**config.mk**
```make
export PLATFORM = sky130hd
export DESIGN_NAME = conv_control_unit
export DESIGN_NICKNAME = d
export VERILOG_FILES = /design/src/verilog/conv_ctrl_pkg.sv /design/src/verilog/conv_control_unit.sv
export VERILOG_INCLUDE_DIRS = /design/src /design/src/include
export SDC_FILE = /design/constraint.sdc
export NUM_CORES = 1
export LEC_CHECK = 0
export BUFFER_PORTS_ARGS = -buffer_cell sky130_fd_sc_hd__buf_2
export CAP_MARGIN = 20
export CORE_MARGIN = 2
export CORE_UTILIZATION = 30
export CTS_CLUSTER_DIAMETER = 100
export CTS_CLUSTER_SIZE = 30
export DETAILED_ROUTE_END_ITERATION = 6
export PLACE_DENSITY = 0.64
export SLEW_MARGIN = 20
export SYNTH_ARGS = -nofsm -noshare
export SYNTH_HDL_FRONTEND = slang
export SYNTH_SLANG_ARGS = --single-unit
export TNS_END_PERCENT = 20
```
**constraint.sdc**
```tcl
create_clock -name clk -period 2.14 [get_ports clk]
set_input_delay 0.321 -clock clk [delete_from_list [all_inputs] [get_ports clk]]
set_output_delay 0.321 -clock clk [all_outputs]
set_load 0.03 [all_outputs]
```
**src/include/conv_defs.svh**
```systemverilog
`ifndef CONV_DEFS_SVH
`define CONV_DEFS_SVH

// Data widths
`define CONV_PIX_W      8   // Pixels and weights
`define CONV_ACC_W      24  // Partial sums and output words

// Run-time size limits
`define CONV_MAX_IMG    16
`define CONV_MAX_CH     4
`define CONV_SIZE_W     5   // Holds image side and the row/col counters
`define CONV_CH_W       3   // Holds channel count 1..CONV_MAX_CH
`define CONV_CHIDX_W    2   // Channel index
`define CONV_ADDR_W     8   // Output buffer address, CONV_MAX_IMG squared words
`define CONV_TAPS       9   // Weights per channel kernel

`define CONV_PE_LAT     2   // Window shift to PE result

`endif

```
**src/verilog/conv_ctrl_pkg.sv**
```systemverilog
package conv_ctrl_pkg;

    typedef enum logic [3:0] {
        st_idle,
        st_load_kernels,
        st_init_channel,
        st_pad_top,        // Zero row above the image
        st_process_row,
        st_pad_bottom,     // Zero row below the image
        st_next_channel,
        st_drain,          // Pointers cleared before streaming
        st_stream_out,
        st_done
    } cu_state_e;

    typedef struct packed {
        logic rst;         // Clear counters and window
        logic shift;       // Move one column into the window
        logic zero_row;    // Input row is padding
        logic zero_col;    // Flush column at end of row
    } window_ctrl_t;

    typedef struct packed {
        logic feed;        // Valid window enters the PE
        logic add_bias;    // Channel 0 pass
        logic wr;          // PE result written back
        logic rst_ptr;
        logic stream_en;
    } accum_ctrl_t;

endpackage

```
**src/verilog/conv_control_unit.sv**
```systemverilog
`timescale 1ns/1ps
`include "conv_defs.svh"

module conv_control_unit (
    input  logic                         clk,
    input  logic                         aresetn,
    input  logic                         load_kernels,
    input  logic [`CONV_SIZE_W-1:0]      image_size,
    input  logic [`CONV_CH_W-1:0]        channel_count,
    input  logic                         s_tvalid,
    input  logic                         s_tlast,
    input  logic [`CONV_SIZE_W-1:0]      row,
    input  logic [`CONV_SIZE_W-1:0]      col,
    input  logic                         centre_valid,
    input  logic                         stream_done,
    output logic                         s_tready,
    output conv_ctrl_pkg::window_ctrl_t  win_ctrl,
    output conv_ctrl_pkg::accum_ctrl_t   acc_ctrl,
    output logic [`CONV_CHIDX_W-1:0]     channel,
    output logic                         processing_done
);
    conv_ctrl_pkg::cu_state_e state, state_nxt;
    logic [`CONV_PE_LAT-1:0] feed_pipe;   // Feeds still inside the PE
    logic last_col;
    logic last_ch;
    logic pipe_empty;

    assign last_col   = (col == image_size);   // Flush column, no pixel taken
    assign last_ch    = ({1'b0, channel} == channel_count - 1'b1);
    assign pipe_empty = (feed_pipe == '0);

    always_ff @(posedge clk or negedge aresetn) begin
        if (!aresetn) begin
            state     <= conv_ctrl_pkg::st_idle;
            feed_pipe <= '0;
            channel   <= '0;
        end else begin
            state     <= state_nxt;
            feed_pipe <= {feed_pipe[`CONV_PE_LAT-2:0], acc_ctrl.feed};
            if (state == conv_ctrl_pkg::st_idle)
                channel <= '0;
            else if (state == conv_ctrl_pkg::st_next_channel && pipe_empty && !last_ch)
                channel <= channel + 1'b1;
        end
    end

    always_comb begin
        state_nxt = state;
        case (state)
            conv_ctrl_pkg::st_idle: begin
                if (load_kernels)
                    state_nxt = conv_ctrl_pkg::st_load_kernels;
                else if (s_tvalid)                    // Image data waiting
                    state_nxt = conv_ctrl_pkg::st_init_channel;
            end
            conv_ctrl_pkg::st_load_kernels:
                if (s_tvalid && s_tlast) state_nxt = conv_ctrl_pkg::st_idle;
            conv_ctrl_pkg::st_init_channel: state_nxt = conv_ctrl_pkg::st_pad_top;
            conv_ctrl_pkg::st_pad_top:
                if (last_col) state_nxt = conv_ctrl_pkg::st_process_row;
            conv_ctrl_pkg::st_process_row:
                if (last_col && row == image_size) state_nxt = conv_ctrl_pkg::st_pad_bottom;
            conv_ctrl_pkg::st_pad_bottom:
                if (last_col) state_nxt = conv_ctrl_pkg::st_next_channel;
            conv_ctrl_pkg::st_next_channel:
                if (pipe_empty)   // All writes of this pass landed
                    state_nxt = last_ch ? conv_ctrl_pkg::st_drain
                                        : conv_ctrl_pkg::st_init_channel;
            conv_ctrl_pkg::st_drain:
                if (pipe_empty) state_nxt = conv_ctrl_pkg::st_stream_out;
            conv_ctrl_pkg::st_stream_out:
                if (stream_done) state_nxt = conv_ctrl_pkg::st_done;
            default: state_nxt = conv_ctrl_pkg::st_idle;   // st_done included
        endcase
    end

    always_comb begin
        win_ctrl        = '0;
        acc_ctrl        = '0;
        s_tready        = 1'b0;
        processing_done = 1'b0;
        case (state)
            conv_ctrl_pkg::st_idle:         acc_ctrl.rst_ptr = 1'b1;
            conv_ctrl_pkg::st_load_kernels: s_tready = 1'b1;
            conv_ctrl_pkg::st_init_channel: begin
                win_ctrl.rst     = 1'b1;
                acc_ctrl.rst_ptr = 1'b1;
            end
            conv_ctrl_pkg::st_pad_top, conv_ctrl_pkg::st_pad_bottom: begin
                win_ctrl.shift    = 1'b1;   // Free running, no input needed
                win_ctrl.zero_row = 1'b1;
            end
            conv_ctrl_pkg::st_process_row: begin
                s_tready       = !last_col;
                win_ctrl.shift = last_col || s_tvalid;   // Stalls on a gap
            end
            conv_ctrl_pkg::st_drain:        acc_ctrl.rst_ptr = 1'b1;
            conv_ctrl_pkg::st_stream_out:   acc_ctrl.stream_en = 1'b1;
            conv_ctrl_pkg::st_done:         processing_done = 1'b1;
            default: ;
        endcase
        win_ctrl.zero_col = win_ctrl.shift && last_col;
        acc_ctrl.feed     = win_ctrl.shift && centre_valid;
        acc_ctrl.add_bias = (channel == '0);
        acc_ctrl.wr       = feed_pipe[`CONV_PE_LAT-1];   // Lines up with PE result
    end

    // Writes only come from a channel pass
    a_no_wr_outside_pass: assert property (@(posedge clk) disable iff (!aresetn)
        (state == conv_ctrl_pkg::st_idle || state == conv_ctrl_pkg::st_load_kernels)
        |-> !acc_ctrl.wr);

endmodule

```
# [Word-level counts from Yosys, hierarchy flattened]
# Cells that the tools add are included.
[word_totals] register_bits=8 latch_bits=0 mem_bits_rw=0 romBits=0 in_bits=25 out_inout_bits=13 word_cells=61 mem_count=0
[classes] add_sub_neg=2 multipliers=0 div=0 magnitude_cmp=0 eq_ne=20 shift=0 mux=20 n_bitwise=0 n_reduce_logical=16
[ops] cell="$mux W4" n=9
[ops] cell="$pmux W4 S9" n=1
[ops] cell="$eq A4 B3 Y1 const B" n=4
[ops] cell="$ne A2 B2 Y1 const B" n=7
[ops] cell="$eq A5 B5 Y1" n=2
[ops] cell="$eq A4 B2 Y1 const B" n=2
[ops] cell="$eq A4 B4 Y1 const B" n=2
[ops] cell="$reduce_and A8 Y1" n=1
[ops] cell="$logic_and A1 B1 Y1" n=6
[ops] cell="$mux W1" n=5
[ops] cell="$eq A4 B1 Y1 const B" n=1
[ops] cell="$logic_not A2 Y1" n=2
[ops] cell="$logic_not A4 Y1" n=1
[ops] cell="$mux W2" n=2
[ops] cell="$pmux W1 S2" n=2
[ops] cell="$eq A2 B3 Y1" n=1
[ops] cell="$mux W3" n=1
[ops] cell="$ne A3 B3 Y1 const B" n=1
[ops] cell="$reduce_or A3 Y1" n=1
[ops] cell="$sub A3 B1 Y3 const B" n=1
[ops] cell="$add A2 B1 Y2 const B" n=1
[ops] cell="$logic_not A1 Y1" n=2
[ops] cell="$reduce_bool A2 Y1" n=1
[ops] cell="$reduce_or A2 Y1" n=1
[ops] cell="$logic_or A1 B1 Y1" n=1

# [Depth between registers and ports, before layout]
[depth] ltp_word=6 ltp_mapped=7 depth_no_buf=7

# [Worst setup path after synthesis]
# OpenSTA, ideal clock, no wires.
[synth_path] path_type="reg2out" startpoint="reg state[1]" endpoint="out acc_ctrl[4] (netlist name)" arrival_ps=2314 t_required_ps=1819 slack_ps=-495 path_stages_with_launch=6 path_cell_list="dfrtp_1 buf_2 xnor2_1 nor3b_1 o21bai_1 and2_1"
[synth_rtl] element="start: declaration" line_no="conv_control_unit.sv:22" source="conv_ctrl_pkg::cu_state_e state, state_nxt;"
[synth_rtl] element="start signal: assignment" line_no="conv_control_unit.sv:34" source="state <= conv_ctrl_pkg::st_idle;"
[synth_rtl] element="start signal: assignment" line_no="conv_control_unit.sv:38" source="state <= state_nxt;"
[synth_rtl] element="end: declaration" line_no="conv_control_unit.sv:18" source="output conv_ctrl_pkg::accum_ctrl_t acc_ctrl,"

==> summary.txt <==
Global routing
  – Global-route wire length before repair: roughly 3300 um
  – Initial antenna violation count: 0
  – Vias in the first global route: ~800
  – GRT Overall Usage: between 10% and 20%
  – Gr ovfl total: 0
  – Largest net degree at the start of global routing: 14

Flow run
  – Max_cap viols: 0

Drt
  – Avg WL per Cell: around 12 um
  – Antenna-violating nets left: 0
  – Vias: just over 800
  – Drt first pass iters: 3
  – # DRC: 0
  – DRT iter0 DRCs: 15
  – Routed wire length: around 1900 um
  – Vias/cell: 4.928

Logic synthesis
  – Netlist cell types: 40
  – Async SR Flop Fraction: 100.0%
  – Top-area cell type share of the netlist area: roughly 25%
  – #FFs+latches synth: 8
  – Post-synth EDFFs: 0
  – Post-synth top cells: 8 x dfrtp_1, 8 x nor2_1, 8 x xnor2_1
  – Register area share after synthesis: between 20% and 30%
  – Cell taking the most area after synthesis: dfrtp_1
  – Syn Std Cell Area: approximately 790 um2
  – Mapped Avg Cell Area: between 9 and 10 um2
  – Main synth FF type: dfrtp_1
  – Total number of yosys warnings: 0
  – Most area-consuming cells after synthesis: dfrtp_1 25%, xnor2_1 8.8%, xor2_1 7.7%
  – Post-Synthesis Cells: 87
  – Syn Nets: 114

Die
  – Die area: 3076 um2
  – Row count: 18
  – Top Ports: 38
  – Chip height: approximately 55 um
  – Die X: roughly 55 um
  – Core Area: between 2000 and 2500 um2
  – Initial Util: 31.78%

STA
  – Clk_skew: 0.004042 ns
  – Final worst slack: between 0.09 and 0.1 ns
  – Pins Over Slew Limit: 0
  – Setup TNS: 0 ns
  – Worst-margin pin slew: approximately 0.38 ns
  – RSZ-0062 raised after global routing: no
  – Fmax: a little under 500 MHz
  – Tmin final: about 2 ns
  – Final setup fails: 0
  – Relative slew slack: between 70% and 80%
  – Fin. Hold Viols: 0
  – Period utilisation layout: ~96%

Clock network
  – Clock Sinks: 8
  – Longest Clk Path Bufs: 2
  – Clock root cell: clkbuf_4
  – Clock transition at path regs: roughly 0.05 ns
  – Cts bufs inserted: 3
  – CTS H-tree lvls: 1
  – Worst-Skew Late Latency: around 0.25 ns
  – TritonCTS clock tree: yes

Critical path
  – Critical path required time: 1.82 ns
  – CP startpoint kind: register
  – Worst Setup Path Type: register to primary output
  – Crit-path max FO: 4
  – CP endpoint kind: primary output
  – WP data arrival: between 1.5 and 2 ns

Placement
  – I/O Buffers: 37
  – RePlAce Congestion: approximately 0.73
  – Area after DPL: 1047 um2
  – Post-place setup slack: approximately 0.2 ns
  – DP HPWL: roughly 1500 um

Final layout
  – Final Util: a little under half
  – Fill cell count: around 240
  – Final nets: between 150 and 200
  – N_diodes: 0
  – Share of cells above drive strength 1: 52.55%
  – Layout overhead on the synthesized area: 46.30%
  – Cell area after layout: 1162 um2

Hold path
  – Hold Crit Class: input port to register

Outcome
  – Outcome: complete, no violations

Pwr
  – Lkg Pwr: about 0.59 nW
  – PwrDens: 1418 nW/um2
  – Tot Pwr: 0.001648 W
  – Worst VDD drop: ~1 mV
worst paths after layout:
check | start | to | slack, ns | depth (start not counted)
setup / recovery | state[1] | acc_ctrl[4] | 0.09 | 4
hold / removal | centre_valid | feed_pipe[0] | 0.31 | 2
setup reg to reg | state[1] | state[0] | 0.17 | 6
hold reg to reg | feed_pipe[0] | feed_pipe[1] | 0.37 | 0
max in group asynchronous | aresetn | state[3] | 1.52 | 2
min in group asynchronous | aresetn | channel[0] | 0.44 | 2
cells by family (layout without fill, tap and decap cells):
group / Yosys count / in the layout / synth area share (%)
AND/OR/NAND/NOR: 33 / 33 / 27.72
XOR/XNOR: 15 / 15 / 16.54
AO/OA/AOI/OAI: 14 / 14 / 14.65
buffers and inverters: 11 / 61 / 6.298
flip-flops: 8 / 8 / 25.20
multiplexers: 4 / 4 / 6.457
adder cells (fa/ha/maj): 2 / 2 / 3.149
layer usage:
metal	routed length, um	track usage, %	up-vias
met5	0	0	-
met4	22	7.317	0
met3	97	0.7026	2
met1	847	16.45	382
met2	969	21.26	30
li1	-	-	409
where the power goes:
group	internal (W)	leakage, nW	total (W)	switching (W)
sequential	0.000221	0.100	0.000292	0.0000709
clock	0.0000640	0.0138	0.000113	0.0000488
combinational	0.000600	0.474	0.00124	0.000644
total	0.000885	0.588	0.00165	0.000764
per-stage QoR:
stage	hold slack (ns)	instances
6_report	0.3085	167
5_1_grt	0.3136	167
4_1_cts	0.2987	162
3_5_place_dp	0.1722	154
3_3_place_gp	0.1736	154
2_1_floorplan	0.02541	87
critical path: stages (launching register included):
cell and delay (ns):
dfrtp_2 0.43, or4b_1 0.56, o21bai_2 0.14, and2_2 0.16
clkbuf_4 0.18
cell usage in the layout (no fill, tap or decap), types with 3 or more instances in the layout:
cell type / synthesis / final
buf_2: 1 / 36
buf_4: 2 / 15
nor2_1: 8 / 8
xnor2_1: 8 / 7
xor2_1: 7 / 7
inv_1: 5 / 5
dfrtp_1: 8 / 4
clkbuf_4: 0 / 4
dfrtp_2: 0 / 4
nand3b_1: 3 / 3
sequential cells by signal (all words and copies together), names as in the netlist:
signal     flops
state          4
channel        2
feed_pipe      2
layout make-up:
type                       instances  area, um2  area share, %
clock buffer                       3      22.52          1.938
tap                               30      37.54          3.229
multi-input combinational         68      568.0          48.87
inverter                           5      18.77          1.615
sequential                         8      205.2          17.65
timing repair buffer              53      310.3          26.70
what timing repair did:
item | 4_1_cts | 5_1_grt
buffers inserted | 4 | 5
hold buffers | 1 | 0
setup endpoints to repair | 1 | 1
pin swaps | 0 | 1
endpoints found under the hold margin | 8 | 0
cloned | 0 | 0
gates resized for setup | 5 | 1
Power figures use the tool's default switching activity.
