**config.mk**
```make
export PLATFORM = sky130hd
export DESIGN_NAME = mac_pe
export DESIGN_NICKNAME = d
export VERILOG_FILES = /design/src/verilog/conv_data_pkg.sv /design/src/verilog/mac_pe.sv
export VERILOG_INCLUDE_DIRS = /design/src /design/src/include
export SDC_FILE = /design/constraint.sdc
export NUM_CORES = 2
export LEC_CHECK = 0
export BUFFER_PORTS_ARGS = -buffer_cell sky130_fd_sc_hd__buf_2
export CORE_MARGIN = 2
export CORE_UTILIZATION = 55
export DETAILED_ROUTE_END_ITERATION = 12
export PLACE_DENSITY_LB_ADDON = 0.08
export SETUP_SLACK_MARGIN = 0.3
export SYNTH_ARGS = -nofsm -noshare
export SYNTH_HDL_FRONTEND = slang
export SYNTH_SLANG_ARGS = --single-unit
```
**constraint.sdc**
```tcl
create_clock -name clk -period 3.1 [get_ports clk]
set_input_delay 0.62 -clock clk [delete_from_list [all_inputs] [get_ports clk]]
set_output_delay 0.62 -clock clk [all_outputs]
set_load 0.01 [all_outputs]
```
**src/include/conv_defs.svh**
```systemverilog
`ifndef CONV_DEFS_SVH
`define CONV_DEFS_SVH

// Data widths
`define CONV_PIX_W      8   // Pixels and weights
`define CONV_ACC_W      24  // Partial sums and output words

// Run-time size limits
`define CONV_MAX_IMG    16
`define CONV_MAX_CH     4
`define CONV_SIZE_W     5   // Holds image side and the row/col counters
`define CONV_CH_W       3   // Holds channel count 1..CONV_MAX_CH
`define CONV_CHIDX_W    2   // Channel index
`define CONV_ADDR_W     8   // Output buffer address, CONV_MAX_IMG squared words
`define CONV_TAPS       9   // Weights per channel kernel

`define CONV_PE_LAT     2   // Window shift to PE result

`endif

```
**src/verilog/conv_data_pkg.sv**
```systemverilog
`include "conv_defs.svh"

package conv_data_pkg;

    typedef logic signed [`CONV_PIX_W-1:0] pixel_t;
    typedef logic signed [`CONV_PIX_W-1:0] weight_t;
    typedef logic signed [`CONV_ACC_W-1:0] acc_t;

    // px[r][c], row 0 is the top row and column 0 the left column
    typedef struct packed {
        pixel_t [2:0][2:0] px;
    } window_t;

    // Same layout as the window, tap t sits at w[t/3][t%3]
    typedef struct packed {
        weight_t [2:0][2:0] w;
    } kernel_t;

endpackage

```
**src/verilog/mac_pe.sv**
```systemverilog
`timescale 1ns/1ps

module mac_pe (
    input  logic                    clk,
    input  logic                    aresetn,
    input  conv_data_pkg::window_t  window,
    input  conv_data_pkg::kernel_t  kernel,
    input  logic                    feed,
    input  logic                    add_bias,
    input  conv_data_pkg::acc_t     bias,
    input  conv_data_pkg::acc_t     partial,
    output conv_data_pkg::acc_t     result
);
    logic                vld1;     // Window and partial from a feed are present
    logic                bias1;    // add_bias travelling with that feed
    conv_data_pkg::acc_t tree;
    conv_data_pkg::acc_t sum_q;
    conv_data_pkg::acc_t base_q;   // Bias or earlier channels' partial sum

    always_comb begin
        tree = '0;
        for (int r = 0; r < 3; r++) begin
            for (int c = 0; c < 3; c++) begin
                tree = tree + $signed(window.px[r][c]) * $signed(kernel.w[r][c]);
            end
        end
    end

    always_ff @(posedge clk or negedge aresetn) begin
        if (!aresetn) begin
            vld1  <= 1'b0;
            bias1 <= 1'b0;
        end else begin
            vld1 <= feed;
            if (feed) bias1 <= add_bias;
        end
    end

    // Stage one captures products and the addend chosen for the pass
    always_ff @(posedge clk) begin
        if (vld1) begin
            sum_q  <= tree;
            base_q <= bias1 ? bias : partial;
        end
    end

    assign result = sum_q + base_q;   // Stage two, read by the write strobe

endmodule

```
* Word level (Yosys, flattened, before mapping)
Index checks and enable logic that the tools add are counted. W data, S select, Z words.
Operators by class: add/subtract/negate cells 9, multiply operators 9, muxes and demuxes 1
Operators by type and width (number):
- $mul A8 B8 Y16 | 9
- $add A23 B16 Y24 | 1
- $add A24 B24 Y24 | 1
- $mux W24 | 1
- $add A22 B16 Y23 | 1
- $add A21 B16 Y22 | 1
- $add A20 B16 Y21 | 1
- $add A19 B16 Y20 | 1
- $add A18 B16 Y19 | 1
- $add A17 B16 Y18 | 1
- $add A16 B16 Y17 | 1
Word-level totals: bits in registers 50, bits of input ports 196, output and inout bits 24, word-level logic and storage cells 23

* Longest topological paths before layout
depth in word-level cells 9, depth in mapped cells 30, mapped depth without buffers 29

* Least setup slack after synthesis
OpenSTA, ideal clock, no wires.
path kind input -> register, start point input port window[39] in the netlist's numbering, end point register sum_q[23], data pin, setup time 0.262 ns, arrival 7.799 ns, data required time 2.838 ns, slack -4.961 ns, stages 25, buffers on the path 1, cells stage by stage clkbuf_1 -> nand2_1 -> fa_1 -> inv_1 -> fa_1 -> inv_1 -> fa_1 -> fa_1 -> inv_1 -> fa_1 -> fa_1 -> fa_1 -> fa_1 -> fa_1 -> inv_1 -> fa_1 -> inv_1 -> ha_1 -> and3_1 -> nor2b_1 -> a31o_2 -> o21ai_2 -> o21ai_1 -> a221oi_2 -> xnor2_1
Between the ends: word-level cells in the longest chain between the ends 6
Ends and longest elaborated chain:
- start: declaration | line mac_pe.sv:6 | input conv_data_pkg::window_t window,
- $mul A8 B8 Y16 | line mac_pe.sv:24 | tree = tree + $signed(window.px[r][c]) * $signed(kernel.w[r][c]);
- $add A19 B16 Y20 | line mac_pe.sv:24
- $add A20 B16 Y21 | line mac_pe.sv:24
- $add A21 B16 Y22 | line mac_pe.sv:24
- $add A22 B16 Y23 | line mac_pe.sv:24
- $add A23 B16 Y24 | line mac_pe.sv:24
- via tree[23] | line mac_pe.sv:16 | conv_data_pkg::acc_t tree;
- end signal: assignment | line mac_pe.sv:42 | sum_q <= tree;
- end: declaration | line mac_pe.sv:17 | conv_data_pkg::acc_t sum_q;
The timed path passes the listed nets, and every way through them passes these cells. A chain may end at the register's enable or synchronous reset.

* Worst setup path in the final report
start point input port window[47] in the netlist's numbering, end point register sum_q[20], data pin
Between the ends: word-level cells in the longest chain between the ends 5
Ends and longest elaborated chain (line):
- $mul A8 B8 Y16 | mac_pe.sv:24
- $add A20 B16 Y21 | mac_pe.sv:24
- $add A21 B16 Y22 | mac_pe.sv:24
- $add A22 B16 Y23 | mac_pe.sv:24
- $add A23 B16 Y24 | mac_pe.sv:24
- via tree[20] | mac_pe.sv:16
The timed path passes the listed nets, and every way through them passes these cells.

==> summary.txt <==
============================================================================
Result of the run                                               finished with violations
Violated checks                                                 setup timing
Post-synthesis cell type count                                            60
Setup ws final                                                     -4.665 ns
Area of the mapped netlist                                       0.02894 mm²
Post-layout net count                                                  4,646
Total congestion overflow                                                  0
Area growth from synthesis to layout                                  22.71%
Clock Latency Late Sink                                              0.29 ns
Number of DRC markers in iteration 0                                     777
Number of port buffers                                                   219
Unrepaired setup endpoints after global routing                          yes
Num Clock Sinks                                                           50
Die Width                                                           233.4 µm
Startpoint kind of the worst setup timing path                     input pin
Drt wl/cell                                                         18.89 µm
Number of synthesized register bits                                       50
Proportion of layout cells with a drive suffix above 1                27.14%
Maximum clock frequency                                            128.8 MHz
CTS root buf                                                    sky130_fd_sc_hd__clkbuf_16
Critical path capture point type                                    register
Final period util                                                     250.5%
Endpoints failing hold                                                     0
Kind of path behind the tightest hold check                     input pin to asynchronous set/reset pin
Final-layout fill cell count                                           4,168
Number of cells on the worst reg-to-reg path                               1
Number of warnings reported in the yosys synthesis log                     0
Average cell area after synthesis                                  10.15 µm²
Ports placed on the boundary                                             220
Critical Path Fanout Max                                                   7
Clock period minus worst slack                                      7.765 ns
H-tree level count                                                         2
Final slew viol count                                                      0
Max-Cap Viols                                                              0
Die Outline Area                                                 0.05446 mm²
Effective utilization at floorplan                                    55.39%
Num CTS Buffers                                                            5
Number of diodes added for antenna fixing                                  0
Maximum clock path buffer count                                            2
Max-slew headroom                                                     33.25%
All-Layer GR Usage                                                    29.82%
Type of the setup path with the least slack                     input pin to register
Number of synthesized flops with an enable pin                            48
Post-detailed-route via-to-cell ratio                                  4.973
Clk slew on worst S/H paths                                          0.07 ns
Global routing usage on met2                                          52.92%
Capturing element of the worst setup path                          sum_q[20]
Post-synthesis sequential area ratio                                  5.154%
Number of instances in the synthesized netlist                         2,850
DR DRC count                                                               0
Final setup violation count                                               36
Drt pass-1 iters                                                           5
GR Layer Usage met3                                                   1.392%
Die height                                                          233.4 µm
Via count of the first global-routing pass                            22,620
Ys flop type                                                    sky130_fd_sc_hd__edfxtp_1
Drt total wl                                                        77.65 mm
Hold-fix buffers at CTS                                                    0
First-pass GRT wire length                                          122.3 mm
Data required time at the worst endpoint                             3.14 ns
TritonCTS clock tree                                                     yes
Total number of vias                                                  20,450
Critical Path AT                                                     7.80 ns
Busiest metal layer after global routing                                met2
Half-perimeter wire length after detailed placement                 71.38 mm
Maximum clock skew at final layout                               0.006215 ns
Final weighted congestion in routability-driven placement             0.9646
Launching instance or port of the critical path                   window[47]
Syn nets                                                               4,074
Fraction of registers with async set or reset after synthesis         4.000%
Final sum of negative setup slack                                  -96.29 ns
R2R Path End                                                      base_q[12]
Site row count                                                            84
Tightest Pin Transition                                             1.001 ns
Core Region                                                      0.05224 mm²
Pin count of the biggest net entering global routing                      49
Critical register-to-register path startpoint                          bias1
Remaining antenna violation count after routing                            0
Setup slack of the most critical reg-to-reg path                     1.41 ns
Antenna violations before repair                                           0
Met1 Resource Use GR                                                  42.00%
============================================================================
==> final cells by class <==
class                   count  area [µm²]  area share, %
repair buffers            577        4282          12.06
flip-flops and latches     50        1493          4.204
inverters                 918        3451          9.718
multi-input cells        1870       25230          71.06
clock inverters             3       63.81         0.1797
clock buffers               5       125.1         0.3524
well taps                 688       860.8          2.424
==> registers in the layout (all words and copies together), names as in the netlist <==
signal	flops
base_q	24
vld1	1
sum_q	24
bias1	1
==> worst min path at each step <==
stage / endpoint / slack, ns / cells after the start
after floorplan: bias1 / 0.32 / 0
after global routing: vld1 / 0.10 / 1
after global placement: bias1 / 0.40 / 1
after detailed placement: bias1 / 0.41 / 1
final: bias1 / 0.11 / 1
after CTS: bias1 / 0.10 / 1
==> routing by layer <==
| metal | wire [µm] | vias to the layer above | share of wire (%) |
|---|---|---|---|
| met4 | 1288 | 0 | 1.7 |
| li1 | - | 9295 | - |
| met2 | 39810 | 432 | 51 |
| met1 | 33730 | 10650 | 43 |
| met5 | 0 | - | 0 |
| met3 | 2824 | 70 | 3.6 |
==> synth_stat cells, types with 28 or more instances <==
master	n	share of area [%]
sky130_fd_sc_hd__nor2b_1	43	0.93
sky130_fd_sc_hd__nand2_1	205	2.7
sky130_fd_sc_hd__edfxtp_1	48	5.0
sky130_fd_sc_hd__inv_1	918	12
sky130_fd_sc_hd__fa_1	809	56
sky130_fd_sc_hd__ha_1	219	9.5
sky130_fd_sc_hd__xnor2_1	30	0.91
sky130_fd_sc_hd__a21oi_1	37	0.64
sky130_fd_sc_hd__and2_1	316	6.8
sky130_fd_sc_hd__nand2b_1	29	0.63
sky130_fd_sc_hd__nor2_1	28	0.36
sky130_fd_sc_hd__mux2_2	28	1.1
==> worst max-delay path, cell delays in order <==
cell	delay, ns
sky130_fd_sc_hd__buf_4	0.15
sky130_fd_sc_hd__buf_4	0.14
sky130_fd_sc_hd__and2_1	0.16
sky130_fd_sc_hd__fa_1	0.52
sky130_fd_sc_hd__inv_2	0.07
sky130_fd_sc_hd__fa_1	0.48
sky130_fd_sc_hd__inv_1	0.06
sky130_fd_sc_hd__fa_1	0.61
sky130_fd_sc_hd__inv_2	0.07
sky130_fd_sc_hd__fa_1	0.50
sky130_fd_sc_hd__inv_1	0.05
sky130_fd_sc_hd__fa_1	0.53
sky130_fd_sc_hd__fa_1	0.44
sky130_fd_sc_hd__fa_1	0.61
sky130_fd_sc_hd__fa_1	0.46
sky130_fd_sc_hd__fa_1	0.53
sky130_fd_sc_hd__inv_2	0.04
sky130_fd_sc_hd__fa_1	0.53
sky130_fd_sc_hd__inv_2	0.05
sky130_fd_sc_hd__ha_4	0.21
sky130_fd_sc_hd__a21o_1	0.18
sky130_fd_sc_hd__a21oi_4	0.18
sky130_fd_sc_hd__o21ai_2	0.08
sky130_fd_sc_hd__a21o_1	0.17
sky130_fd_sc_hd__a221oi_2	0.25
sky130_fd_sc_hd__xnor2_1	0.11
==> cells by family after synthesis <==
| logic type | count (synthesis) | share of synthesized area (%) |
|---|---|---|
| adder cells (fa/ha/maj) | 1028 | 65.44 |
| AND/OR/NAND/NOR | 652 | 12.16 |
| AO/OA/AOI/OAI | 125 | 2.966 |
| flip-flops | 50 | 5.154 |
| multiplexers | 29 | 1.124 |
| XOR/XNOR | 36 | 1.090 |
| buffers and inverters | 930 | 12.06 |
==> cell usage in the layout (no fill, tap or decap), types with 4 or more instances in the layout <==
cell type,synthesis,final
sky130_fd_sc_hd__nand2_2,0,18
sky130_fd_sc_hd__inv_1,918,847
sky130_fd_sc_hd__buf_6,0,66
sky130_fd_sc_hd__mux2_2,28,28
sky130_fd_sc_hd__a21oi_2,2,16
sky130_fd_sc_hd__nor2b_1,43,39
sky130_fd_sc_hd__nand2_1,205,180
sky130_fd_sc_hd__buf_8,0,6
sky130_fd_sc_hd__nand3_1,6,4
sky130_fd_sc_hd__buf_12,0,5
sky130_fd_sc_hd__nand2b_1,29,28
sky130_fd_sc_hd__a21oi_1,37,18
sky130_fd_sc_hd__a21oi_4,0,5
sky130_fd_sc_hd__xnor2_2,0,7
sky130_fd_sc_hd__xnor2_1,30,22
sky130_fd_sc_hd__nand4_1,4,4
sky130_fd_sc_hd__ha_4,0,37
sky130_fd_sc_hd__xor2_1,6,4
sky130_fd_sc_hd__edfxtp_1,48,48
sky130_fd_sc_hd__o21ai_0,15,6
sky130_fd_sc_hd__o21ai_2,2,12
sky130_fd_sc_hd__buf_4,0,329
sky130_fd_sc_hd__clkbuf_16,0,5
sky130_fd_sc_hd__fa_1,809,746
sky130_fd_sc_hd__and2_1,316,278
sky130_fd_sc_hd__and2_4,0,38
sky130_fd_sc_hd__nand2_4,0,5
sky130_fd_sc_hd__o21bai_1,4,4
sky130_fd_sc_hd__a21o_1,19,19
sky130_fd_sc_hd__clkbuf_4,0,9
sky130_fd_sc_hd__buf_2,0,162
sky130_fd_sc_hd__ha_1,219,180
sky130_fd_sc_hd__nor3_1,5,5
sky130_fd_sc_hd__fa_2,0,63
sky130_fd_sc_hd__inv_2,0,69
sky130_fd_sc_hd__nor2_1,28,23
==> through the flow <==
stage | utilization [%] | hold slack, ns | cell area [µm²] | std cells | setup WS, ns
global placement | 64.07 | 0.4044 | 33460 | 4042 | -5.045
CTS | 66.18 | 0.1036 | 34570 | 4077 | -4.680
detailed placement | 64.07 | 0.4109 | 33460 | 4042 | -5.118
floorplan | - | 0.3244 | 29360 | 2850 | -4.478
finish | 67.98 | 0.1084 | 35510 | 4111 | -4.665
global route | 67.98 | 0.1044 | 35510 | 4111 | -4.822
==> what timing repair did <==
item                                    in CTS  in global routing
endpoints found under the setup margin      39                 40
pin swaps                                  122                167
gates resized for setup                    233                187
gates cloned                                 0                  0
buffers inserted                            27                 34
Power is not shown: default switching activity piles up to over one toggle a cycle in this logic, so the estimate is an artifact.
