## src/include/conv_defs.svh

```systemverilog
`ifndef CONV_DEFS_SVH
`define CONV_DEFS_SVH

// Data widths
`define CONV_PIX_W      8   // Pixels and weights
`define CONV_ACC_W      24  // Partial sums and output words

// Run-time size limits
`define CONV_MAX_IMG    16
`define CONV_MAX_CH     4
`define CONV_SIZE_W     5   // Holds image side and the row/col counters
`define CONV_CH_W       3   // Holds channel count 1..CONV_MAX_CH
`define CONV_CHIDX_W    2   // Channel index
`define CONV_ADDR_W     8   // Output buffer address, CONV_MAX_IMG squared words
`define CONV_TAPS       9   // Weights per channel kernel

`define CONV_PE_LAT     2   // Window shift to PE result

`endif

```

## src/verilog/conv_ctrl_pkg.sv

```systemverilog
package conv_ctrl_pkg;

    typedef enum logic [3:0] {
        st_idle,
        st_load_kernels,
        st_init_channel,
        st_pad_top,        // Zero row above the image
        st_process_row,
        st_pad_bottom,     // Zero row below the image
        st_next_channel,
        st_drain,          // Pointers cleared before streaming
        st_stream_out,
        st_done
    } cu_state_e;

    typedef struct packed {
        logic rst;         // Clear counters and window
        logic shift;       // Move one column into the window
        logic zero_row;    // Input row is padding
        logic zero_col;    // Flush column at end of row
    } window_ctrl_t;

    typedef struct packed {
        logic feed;        // Valid window enters the PE
        logic add_bias;    // Channel 0 pass
        logic wr;          // PE result written back
        logic rst_ptr;
        logic stream_en;
    } accum_ctrl_t;

endpackage

```

## src/verilog/conv_data_pkg.sv

```systemverilog
`include "conv_defs.svh"

package conv_data_pkg;

    typedef logic signed [`CONV_PIX_W-1:0] pixel_t;
    typedef logic signed [`CONV_PIX_W-1:0] weight_t;
    typedef logic signed [`CONV_ACC_W-1:0] acc_t;

    // px[r][c], row 0 is the top row and column 0 the left column
    typedef struct packed {
        pixel_t [2:0][2:0] px;
    } window_t;

    // Same layout as the window, tap t sits at w[t/3][t%3]
    typedef struct packed {
        weight_t [2:0][2:0] w;
    } kernel_t;

endpackage

```

## src/verilog/window_buffer.sv

```systemverilog
`timescale 1ns/1ps
`include "conv_defs.svh"

module window_buffer (
    input  logic                         clk,
    input  logic                         aresetn,
    input  conv_ctrl_pkg::window_ctrl_t  ctrl,
    input  conv_data_pkg::pixel_t        pixel,
    input  logic [`CONV_SIZE_W-1:0]      image_size,
    output conv_data_pkg::window_t       window,
    output logic [`CONV_SIZE_W-1:0]      row,
    output logic [`CONV_SIZE_W-1:0]      col,
    output logic                         centre_valid
);
    localparam int IDX_W = $clog2(`CONV_MAX_IMG);

    conv_data_pkg::pixel_t lb0 [`CONV_MAX_IMG];   // One row above the input
    conv_data_pkg::pixel_t lb1 [`CONV_MAX_IMG];   // Two rows above
    conv_data_pkg::pixel_t in_px;
    conv_data_pkg::pixel_t mid_px;
    conv_data_pkg::pixel_t top_px;
    logic [IDX_W-1:0]      lb_idx;

    assign lb_idx = col[IDX_W-1:0];   // Wraps on the flush column, unused there
    assign in_px  = (ctrl.zero_row || ctrl.zero_col) ? '0 : pixel;
    assign mid_px = ctrl.zero_col ? '0 : lb0[lb_idx];
    assign top_px = ctrl.zero_col ? '0 : lb1[lb_idx];

    // Centre lags by a row and a column; row 0 of a pass is top padding
    assign centre_valid = (row >= `CONV_SIZE_W'(2)) && (col != '0);

    always_ff @(posedge clk or negedge aresetn) begin
        if (!aresetn) begin
            row <= '0;
            col <= '0;
        end else if (ctrl.rst) begin
            row <= '0;
            col <= '0;
        end else if (ctrl.shift) begin
            if (col == image_size) begin   // Flush column ends the row
                col <= '0;
                row <= row + 1'b1;
            end else begin
                col <= col + 1'b1;
            end
        end
    end

    // Flush column never enters the line buffers
    always_ff @(posedge clk) begin
        if (ctrl.shift && !ctrl.zero_col) begin
            lb0[lb_idx] <= in_px;
            lb1[lb_idx] <= lb0[lb_idx];
        end
    end

    always_ff @(posedge clk) begin
        if (ctrl.rst) begin
            window <= '0;
        end else if (ctrl.shift) begin
            for (int r = 0; r < 3; r++) begin
                window.px[r][0] <= window.px[r][1];
                window.px[r][1] <= window.px[r][2];
            end
            window.px[0][2] <= top_px;
            window.px[1][2] <= mid_px;
            window.px[2][2] <= in_px;    // Newest column on the right
        end
    end

    a_rst_shift_excl: assert property (@(posedge clk) disable iff (!aresetn)
        !(ctrl.rst && ctrl.shift));

endmodule
```

## config.mk

```make
export PLATFORM = sky130hd
export DESIGN_NAME = window_buffer
export DESIGN_NICKNAME = d
export VERILOG_FILES = /design/src/verilog/conv_ctrl_pkg.sv /design/src/verilog/conv_data_pkg.sv /design/src/verilog/window_buffer.sv
export VERILOG_INCLUDE_DIRS = /design/src /design/src/include
export SDC_FILE = /design/constraint.sdc
export NUM_CORES = 1
export LEC_CHECK = 0
export BUFFER_PORTS_ARGS = -buffer_cell sky130_fd_sc_hd__buf_2
export CORE_MARGIN = 4
export CORE_UTILIZATION = 40
export DETAILED_ROUTE_END_ITERATION = 6
export PLACE_DENSITY = 0.57
export SETUP_SLACK_MARGIN = 0.15
export SLEW_MARGIN = 25
export SYNTH_ARGS = -nofsm -noshare
export SYNTH_HDL_FRONTEND = slang
export SYNTH_SLANG_ARGS = --single-unit
export TNS_END_PERCENT = 50
```

## constraint.sdc

```tcl
create_clock -name clk -period 4.75 [get_ports clk]
set_input_delay 0 -clock clk [delete_from_list [all_inputs] [get_ports clk]]
set_output_delay 0 -clock clk [all_outputs]
set_load 0.03 [all_outputs]
```

==> Word level (Yosys, flattened, before mapping) <==
Memory sizes are Yosys's and may differ from the RTL's.
Index checks and enable logic that the tools add are counted.
{ "word_totals": {"ff_bits": 82, "mem_bits_rw": 256, "output_inout_bits": 83, "n_memories": 2, "input_bits": 19} }
{ "mem_list": {"columns": ["memory", "depth", "word_bits", "read_ports", "rd_clocked_by_memory_dff", "wr", "line", "source"], "rows": [
  ["lb0", 16, 8, 1, 0, 1, "window_buffer.sv:17", "conv_data_pkg::pixel_t lb0 [`CONV_MAX_IMG];"],
  ["lb1", 16, 8, 1, 0, 1, "window_buffer.sv:18", "conv_data_pkg::pixel_t lb1 [`CONV_MAX_IMG];"]
]} }
{ "op_classes": {"add_sub_neg": 2, "n_reduce_logical": 8, "eq_ne": 1, "n_mux": 11, "order_cmp": 1} }
{ "op_table": {"columns": ["operator", "n"], "rows": [
  ["5-bit two-way mux", 6],
  ["8-bit two-way mux", 3],
  ["5-bit by 1-bit adder with 5-bit output (second input constant)", 2],
  ["5-bit == test", 1],
  ["5-bit by 2-bit >= comparator with 1-bit output (second input constant)", 1],
  ["5-bit nonzero test", 1],
  ["2-bit nonzero test", 2],
  ["1-bit logical AND", 2],
  ["1-bit two-way mux", 2],
  ["2-bit AND reduction", 1],
  ["1-bit zero test", 1],
  ["1-bit logical OR", 1]
]} }

==> Longest topological paths before layout <==
Gate-level depths: netlist of the first run.
{ "depth": {"word_depth": 4, "mapped_depth": 7, "depth_no_buf": 5} }

==> Worst setup path before layout of the first run <==
Ideal clock, no wire load.
{ "synth_timing": {"kind": "register -> register", "start": "reg col[1]", "end": "mem lb0[5][0] in the netlist's numbering, enable pin", "t_arrival_ps": 3111, "synth_period_minus_slack_ps": 3547, "path_slack_ps": 1203, "path_buffers": 2, "stages_incl_launch_ff": 7, "setup_ps": 436, "required_time_ps": 4314, "cell_sequence": "dfrtp_1 -> clkbuf_1 -> buf_2 -> inv_2 -> ha_1 -> nand2_1 -> nor4b_1"} }
{ "synth_rtl": {"columns": ["item", "line", "source"], "rows": [
  ["start: declaration", "window_buffer.sv:12", "output logic [`CONV_SIZE_W-1:0] col,"],
  ["start signal: assignment", "window_buffer.sv:44", "col <= col + 1'b1;"],
  ["end: declaration", "window_buffer.sv:17", null]
]} }
Straight into the memory's write port.

==> Final worst setup path of the first run <==
{ "layout_timing": {"start": "reg col[0]", "end": "mem lb1[1][7] in the netlist's numbering (data pin)"} }
{ "layout_via": {"elab_chain_cells": 1} }
{ "layout_lines": {"columns": ["item", "line"], "rows": [
  ["memory 16 x 8 bit", null],
  ["end: declaration", "window_buffer.sv:18"]
]} }
No other way between the ends.

==> results of run 1 <==
==> synth_stat cells, types with 2 or more instances <==
library cell  count
mux4_2           64
mux2_2            5
dfrtp_1          10
a31oi_1           2
a21oi_1          12
nor2_1           64
and3_1            8
buf_12            2
nor2b_1           6
nand4_1           2
ha_1              6
o211ai_1         18
edfxtp_1        256
xnor2_1           5
a22oi_1          16
buf_6             2
and2_1            9
buf_2            21
nand2_1          47
mux2i_1          81
nor3_1            9
clkbuf_1         13
inv_1             4
dfxtp_1          72
buf_1             3
==> cell type report <==
type | count | area [µm²] | share of cell area, %
flip-flops and latches | 338 | 9390 | 61.2
multi-input cells | 363 | 3520 | 23.0
clock buffers | 48 | 946 | 6.17
repair buffers | 129 | 723 | 4.72
well taps | 435 | 544 | 3.55
clock inverters | 14 | 184 | 1.20
inverters | 5 | 18.8 | 0.122
==> per-stage QoR <==
step / setup WS, ns / area [µm²] / hold WS (ns)
4_1_cts: 1.44 / 15300 / 0.0216
3_3_place_gp: 1.53 / 14100 / -0.112
3_5_place_dp: 1.46 / 14200 / -0.110
2_1_floorplan: 1.20 / 13100 / -0.296
5_1_grt: 1.41 / 15300 / 0.0483
6_report: 1.72 / 15300 / 0.0393
==> registers in the layout (all words and copies together), names as in the netlist <==
register	count
col	5
lb0	128
lb1	128
row	5
window	72
==> critical path: cells and delay by family (launching register included) <==
kind / cells / cell delay (ns)
flops: 1 / 0.99
mux: 3 / 1.07
buf+inv: 1 / 0.61
==> power breakdown <==
part           switching (µW)  total [µW]  leakage [µW]  internal [µW]
Sequential               41.3        3270       0.00305           3220
Combinational             208         343       0.00183            135
Clock                    1070        2680      0.000556           1620
Total                    1320        6290       0.00544           4970
==> routing by layer <==
metal	GRT usage (%)	vias up	share of wire [%]
li1	-	3165	-
met1	25.3	3610	47
met2	25.8	215	46
met3	2.82	44	5.5
met4	3.67	0	1.7
met5	0	-	0
==> final timing paths <==
check	from	endpoint	slack (ns)	cells after the start
max in group asynchronous	aresetn	col[0]	3.79	3
min in group asynchronous	aresetn	row[4]	0.53	3
min	ctrl[0]	lb0[13][5]	0.04	2
max reg2reg	col[0]	lb1[1][7]	1.72	4
max	col[0]	lb1[1][7]	1.72	4
min reg2reg	window[71]	window[71]	0.47	2
==> repair_timing <==
item | CTS | global route
hold endpoints to repair | 10 | 0
hold buffers | 2 | 0
buffers inserted | 0 | 0
==> cell families after synthesis <==
kind of cell,synth area share (%)
xor+xnor,0.402
compound gates,2.59
fa+ha+maj,0.574
mux,17.7
flops,71.7
buf+inv,1.98
simple gates,5.09
==> metrics.md, run 1 <==
| Metric | Value |
|---|---|
| Fraction of layout cells with a size suffix above 1 | between 20 and 30% |
| Worst vdd ir | about 0.2 mV |
| Final Cycle Share | a little under two thirds |
| Post-Synthesis Mean Instance Area | around 17 µm² |
| Fin util | 48.1% |
| Setup TNS | 0 ns |
| Port buffer count | roughly 100 |
| Placed insts | 1,268 |
| Die ar. | 35,700 µm² |
| Post-synth design cell area | roughly 13,000 µm² |
| Sequential share of the synthesized area | 71.7% |
| Yosys cell types | 37 |
| DP HPWL | 18,200 µm |
| Layout net count | 896 |
| CTS Buffer Depth | 3 |
| Final ANT Viol Nets | 0 |
| Clk_lat worst skew | just over 0.5 ns |
| Core Area | approximately 32,000 µm² |
| Flops & latches, synth | 338 |
| Largest net degree at the start of global routing | 73 |
| Wirelength, routed | 30,100 µm |
| Cell row count | 65 |
| Critical Path Fanout Max | 44 |
| # DRC | 0 |
| Outcome | finished, final reports clean |
| Design Power | 6290 µW |
| GRT Util Overall | about 17% |
| Die H | between 150 and 200 µm |
| CTS root buffer | clkbuf_16 |
| Congestion Overflow GR | 0 |
| Achievable Freq | 0.330 GHz |
| Leakage | approximately 0.0054 µW |
| Hold Violations, Final | 0 |
| Inserted Clock Buffers | 34 |
| Synthesis-to-finish area growth | 17.2% |
| Synth warn | 0 |
| Clk_skew | approximately 0.028 ns |
| Post-CTS Resized | 0 |
| Starting Density | about two fifths |
| Fill count | roughly 2,700 |
| CP max-delay cell | dfrtp_4 |
| Hold/Removal Path Class | in2reg |
| Area contributors post-synth | edfxtp_1 59%, dfxtp_1 11%, mux4_2 11%, mux2i_1 6.2%, dfrtp_1 1.9% |
| Reg clk slew, reported paths | around 0.060 ns |
| Chip width | roughly 190 µm |
| Diode count | 0 |
| Mapped Nets | between 700 and 800 |
| RSZ-0062 raised after global routing | no |
| Asr flop ratio synth | under 10% |
| CTS tree | yes |
| Worst Path Class, Setup | reg2reg |
| Area fraction of the dominant cell type after synthesis | slightly below 60% |
| Antenna violations before repair | 0 |
| Post-synth EDFFs | between 200 and 300 |
| Syn Inst Count | ~750 |
| Most frequent cells in the layout | 256 x edfxtp_1, 100 x buf_2, 76 x mux2i_1, 72 x dfxtp_1, 64 x mux4_2 |
| Num Clock Sinks | around 340 |
| CP Cell Sequence | buf_4 > mux4_2 > mux2i_1 > mux2i_2 |
| Tmin final | about 3.0 ns |
| Slew headroom | between 20% and 30% |
| Pwr dens | a little over 400 nW/µm² |
| Gpl congestion | 0.784 |
| Least-Margin Pin Slew | 1.05 ns |
| Type of origin of the critical path | register |
| Req. time, crit path | about 4.9 ns |
| WL/cell | 22.6 µm |
| I/O pin count | just over 100 |
| Final cell count without fillers | around 1,300 |
| Synth Flop Type | edfxtp_1 |
| H-Tree Depth | 2 |
| Max cap viols | 0 |
| Via count | about 7,000 |
| Leading area contributor after synthesis | edfxtp_1 |
| Most common cell after layout, fill and taps aside | edfxtp_1 |
| Via/cell ratio | approximately 5.3 |
| Crit end category | register |
| Number of DRC markers in iteration 0 | a little under 600 |
| Critical path's largest stage delay | 0.99 ns |
| Critical Path AT | approximately 3.2 ns |
| Final Max Slew Viols | 0 |
| Finish-stage setup viols | 0 |
| First-pass iteration count of the detailed router | 4 |
| First-pass GRT wire length | 45,400 µm |
| Vias in the first global route | approximately 6,900 |
Power figures use the tool's default switching activity.
==> run 2, diff against run 1 <==
--- a/config.mk
+++ b/config.mk
@@ -6,6 +6,7 @@
 export SDC_FILE = /design/constraint.sdc
 export NUM_CORES = 1
 export LEC_CHECK = 0
+export ABC_AREA = 1
 export BUFFER_PORTS_ARGS = -buffer_cell sky130_fd_sc_hd__buf_2
 export CORE_MARGIN = 4
 export CORE_UTILIZATION = 40
==> constraint.sdc (replaced) <==
create_clock -name clk -period 3.2 [get_ports clk]
set_input_delay 0 -clock clk [delete_from_list [all_inputs] [get_ports clk]]
set_output_delay 0 -clock clk [all_outputs]
set_load 0.03 [all_outputs]
==> metrics.md, run 2 <==
| Metric | Value |
|---|---|
| Outcome | finished, final reports clean |
| Req. time, crit path | approximately 3.2 ns |
| Hold Path Origin | pixel[6] |
| CTS Buffer Depth | 3 |
| Worst Hold Path EP | window[70] |
| Chip width | 197 µm |
| Critical Path AT | approximately 2.6 ns |
| Type of origin of the critical path | register |
| Reg2reg path depth | 6 |
| Number of DRC markers in iteration 0 | 910 |
| Fill count | 3,306 |
| Final ANT Viol Nets | 0 |
| Most frequent cells in the layout | 553 x nand2_1, 276 x inv_1, 256 x edfxtp_1, 122 x nand3_1, 101 x buf_2 |
| Worst Path Class, Setup | reg2reg |
| Critical Path Fanout Max | a little over 90 |
| CP max-delay cell | dfrtp_4 |
| Most common cell after layout, fill and taps aside | nand2_1 |
| Largest net degree at the start of global routing | between 90 and 100 |
| Slew headroom | 52.9% |
| Worst vdd ir | between 0.4 and 0.5 mV |
| Area fraction of the dominant cell type after synthesis | a little over half |
| M1 wire length | 17,000 µm |
| Die H | around 200 µm |
| DP HPWL | about 23,000 µm |
| Fin area | around 17,000 µm² |
| Count leader, synth | nand2_1 |
| Met2 wire len | 16,900 µm |
| Top Metal Used | met4 |
| Die ar. | around 39,000 µm² |
| Port buffer count | about 100 |
| Core Area | ~35,000 µm² |
| Worst Hold Slack | about 0.035 ns |
| Finish-stage setup viols | 0 |
| Reg-to-Reg Start | col[0] |
| H-Tree Depth | 2 |
| Critical path's largest stage delay | 0.60 ns |
| GRT Util Overall | 19.2% |
| I/O pin count | 102 |
| Cell row count | slightly below 70 |
| Layout net count | about 1,700 |
| Synth Flop Type | edfxtp_1 |
| Starting Density | roughly two fifths |
| Critical path depth | 6 |
| Commonest cells post-synth | 553 x nand2_1, 276 x inv_1, 256 x edfxtp_1 |
| Clk_lat worst skew | between 0.5 and 0.6 ns |
| Final cell count without fillers | 2,108 |
| Area contributors post-synth | edfxtp_1 54%, nand2_1 15%, dfxtp_1 10%, inv_1 7.3%, nand3_1 4.3% |
| Wirelength, routed | 37,500 µm |
| Capture point of the worst reg-to-reg path | lb1[9][2] |
| WL met3 | between 2000 and 2500 µm |
| Post-synth design cell area | 14,300 µm² |
| Crit path max-delay family | simple AND/OR/NAND/NOR gates |
| # DRC | 0 |
| Setup bufs post-CTS | 0 |
| Flops & latches, synth | 338 |
| First-pass GRT wire length | 57,500 µm |
| Reg clk slew, reported paths | 0.06 ns |
| Syn Inst Count | 1,497 |
| Crit path from | col[0] |
| Setup TNS | 0 ns |
| Pwr dens | 579 nW/µm² |
| Fraction of layout cells with a size suffix above 1 | between 10 and 15% |
| Post-Synthesis Mean Instance Area | 9.54 µm² |
| Synthesis-to-finish area growth | 17.0% |
| Congestion Overflow GR | 0 |
| Hold Violations, Final | 0 |
| Vias in the first global route | approximately 9,600 |
| CP Cell Sequence | buf_12 > nand2_1 > nand3_1 > nand2_1 > nand2_1 > nand4_1 |
| Inserted Clock Buffers | 35 |
| Placed insts | slightly above 2,000 |
| Yosys cell types | 27 |
| Clk_skew | roughly 0.02 ns |
| Post-synth EDFFs | between 200 and 300 |
| Final Max Slew Viols | 0 |
| Asr flop ratio synth | 2.96% |
| Area of the multi-input gates | between 3000 and 4000 µm² |
| CTS tree | yes |
| Tmin final | roughly 2.5 ns |
| Register area | about 9400 µm² |
| Gpl congestion | about 0.79 |
| Via/cell ratio | ~4.8 |
| Sequential share of the synthesized area | between 60% and 70% |
| Biggest regs | lb0 x128, lb1 x128, window x72 |
| Hold-critical path depth | 3 |
| Antenna violations before repair | 0 |
| Num Clock Sinks | about 340 |
| Synth warn | 0 |
| Cell Area, Placed | approximately 15,000 µm² |
| Crit end category | register |
| Hold/Removal Path Class | in2reg |
| First-pass iteration count of the detailed router | 4 |
| RSZ-0062 raised after global routing | no |
| Via count | between 10,000 and 15,000 |
| Max cap viols | 0 |
| Worst Path Buf+Inv | 1 |
| Mapped Nets | ~1,500 |
| WL/cell | about 18 µm |
| Leakage | about 0.0076 µW |
| CTS root buffer | clkbuf_16 |
| Least-Margin Pin Slew | about 0.7 ns |
| Achievable Freq | ~0.4 GHz |
| Crit path top cell by count | nand2_1 |
| Diode count | 0 |
| Leading area contributor after synthesis | edfxtp_1 |
| Flop2flop setup slack | approximately 0.68 ns |
| Final Cycle Share | about four fifths |
-- run 2: worst max path at each step --
stage,endpoint,slack [ns]
3_5_place_dp,lb1[1][0],0.65
6_report,lb1[9][2],0.68
4_1_cts,lb1[10][0],0.64
3_3_place_gp,lb1[7][2],0.74
5_1_grt,lb1[9][2],0.42
2_1_floorplan,lb0[0][0],0.78
-- run 2: timing repair --
action	CTS	global route
gates resized for setup	0	0
hold buffers	15	0
hold endpoints to repair	24	0
-- run 2: final cells by class --
class	count	area share, %
clock buffer	49	5.94
clock inverter	15	0.824
inverter	282	6.35
multi-input combinational	813	21.0
sequential	338	56.2
tap	455	3.41
timing repair buffer	156	6.32
-- run 2: worst reg2reg max path, delay by kind of cell, from the launching register on --
| kind | cells | cell delay (ns) |
|---|---|---|
| buf+inv | 1 | 0.33 |
| simple gates | 5 | 1.10 |
| flops | 1 | 0.60 |
-- run 2: logic make-up after synthesis --
family          after synthesis  synth area share, %
simple gates                722                 20.4
buf+inv                     346                 10.0
xor+xnor                      7                0.429
flops                       338                 65.7
fa+ha+maj                     6                0.526
compound gates               78                 2.92
-- run 2: stage by stage --
step	total power [µW]	setup WS [ns]	util [%]
3_5_place_dp	5760	0.647	44.2
4_1_cts	9780	0.639	47.9
6_report	9670	0.675	47.9
2_1_floorplan	5500	0.782	-
3_3_place_gp	5760	0.743	44.2
5_1_grt	10000	0.421	47.9
-- run 2: routing by layer --
layer / track usage (%) / vias to the layer above
met5: 0 / -
met4: 6.52 / 0
met3: 3.79 / 56
met2: 30.5 / 333
met1: 26.7 / 4708
li1: - / 4957
-- run 2: power by group --
| part | leakage (µW) | internal (µW) | total [µW] | switching (µW) |
|---|---|---|---|---|
| Sequential | 0.00303 | 4830 | 4880 | 49.0 |
| Combinational | 0.00405 | 223 | 801 | 578 |
| Clock | 0.000561 | 2340 | 4000 | 1650 |
| Total | 0.00764 | 7390 | 9670 | 2280 |
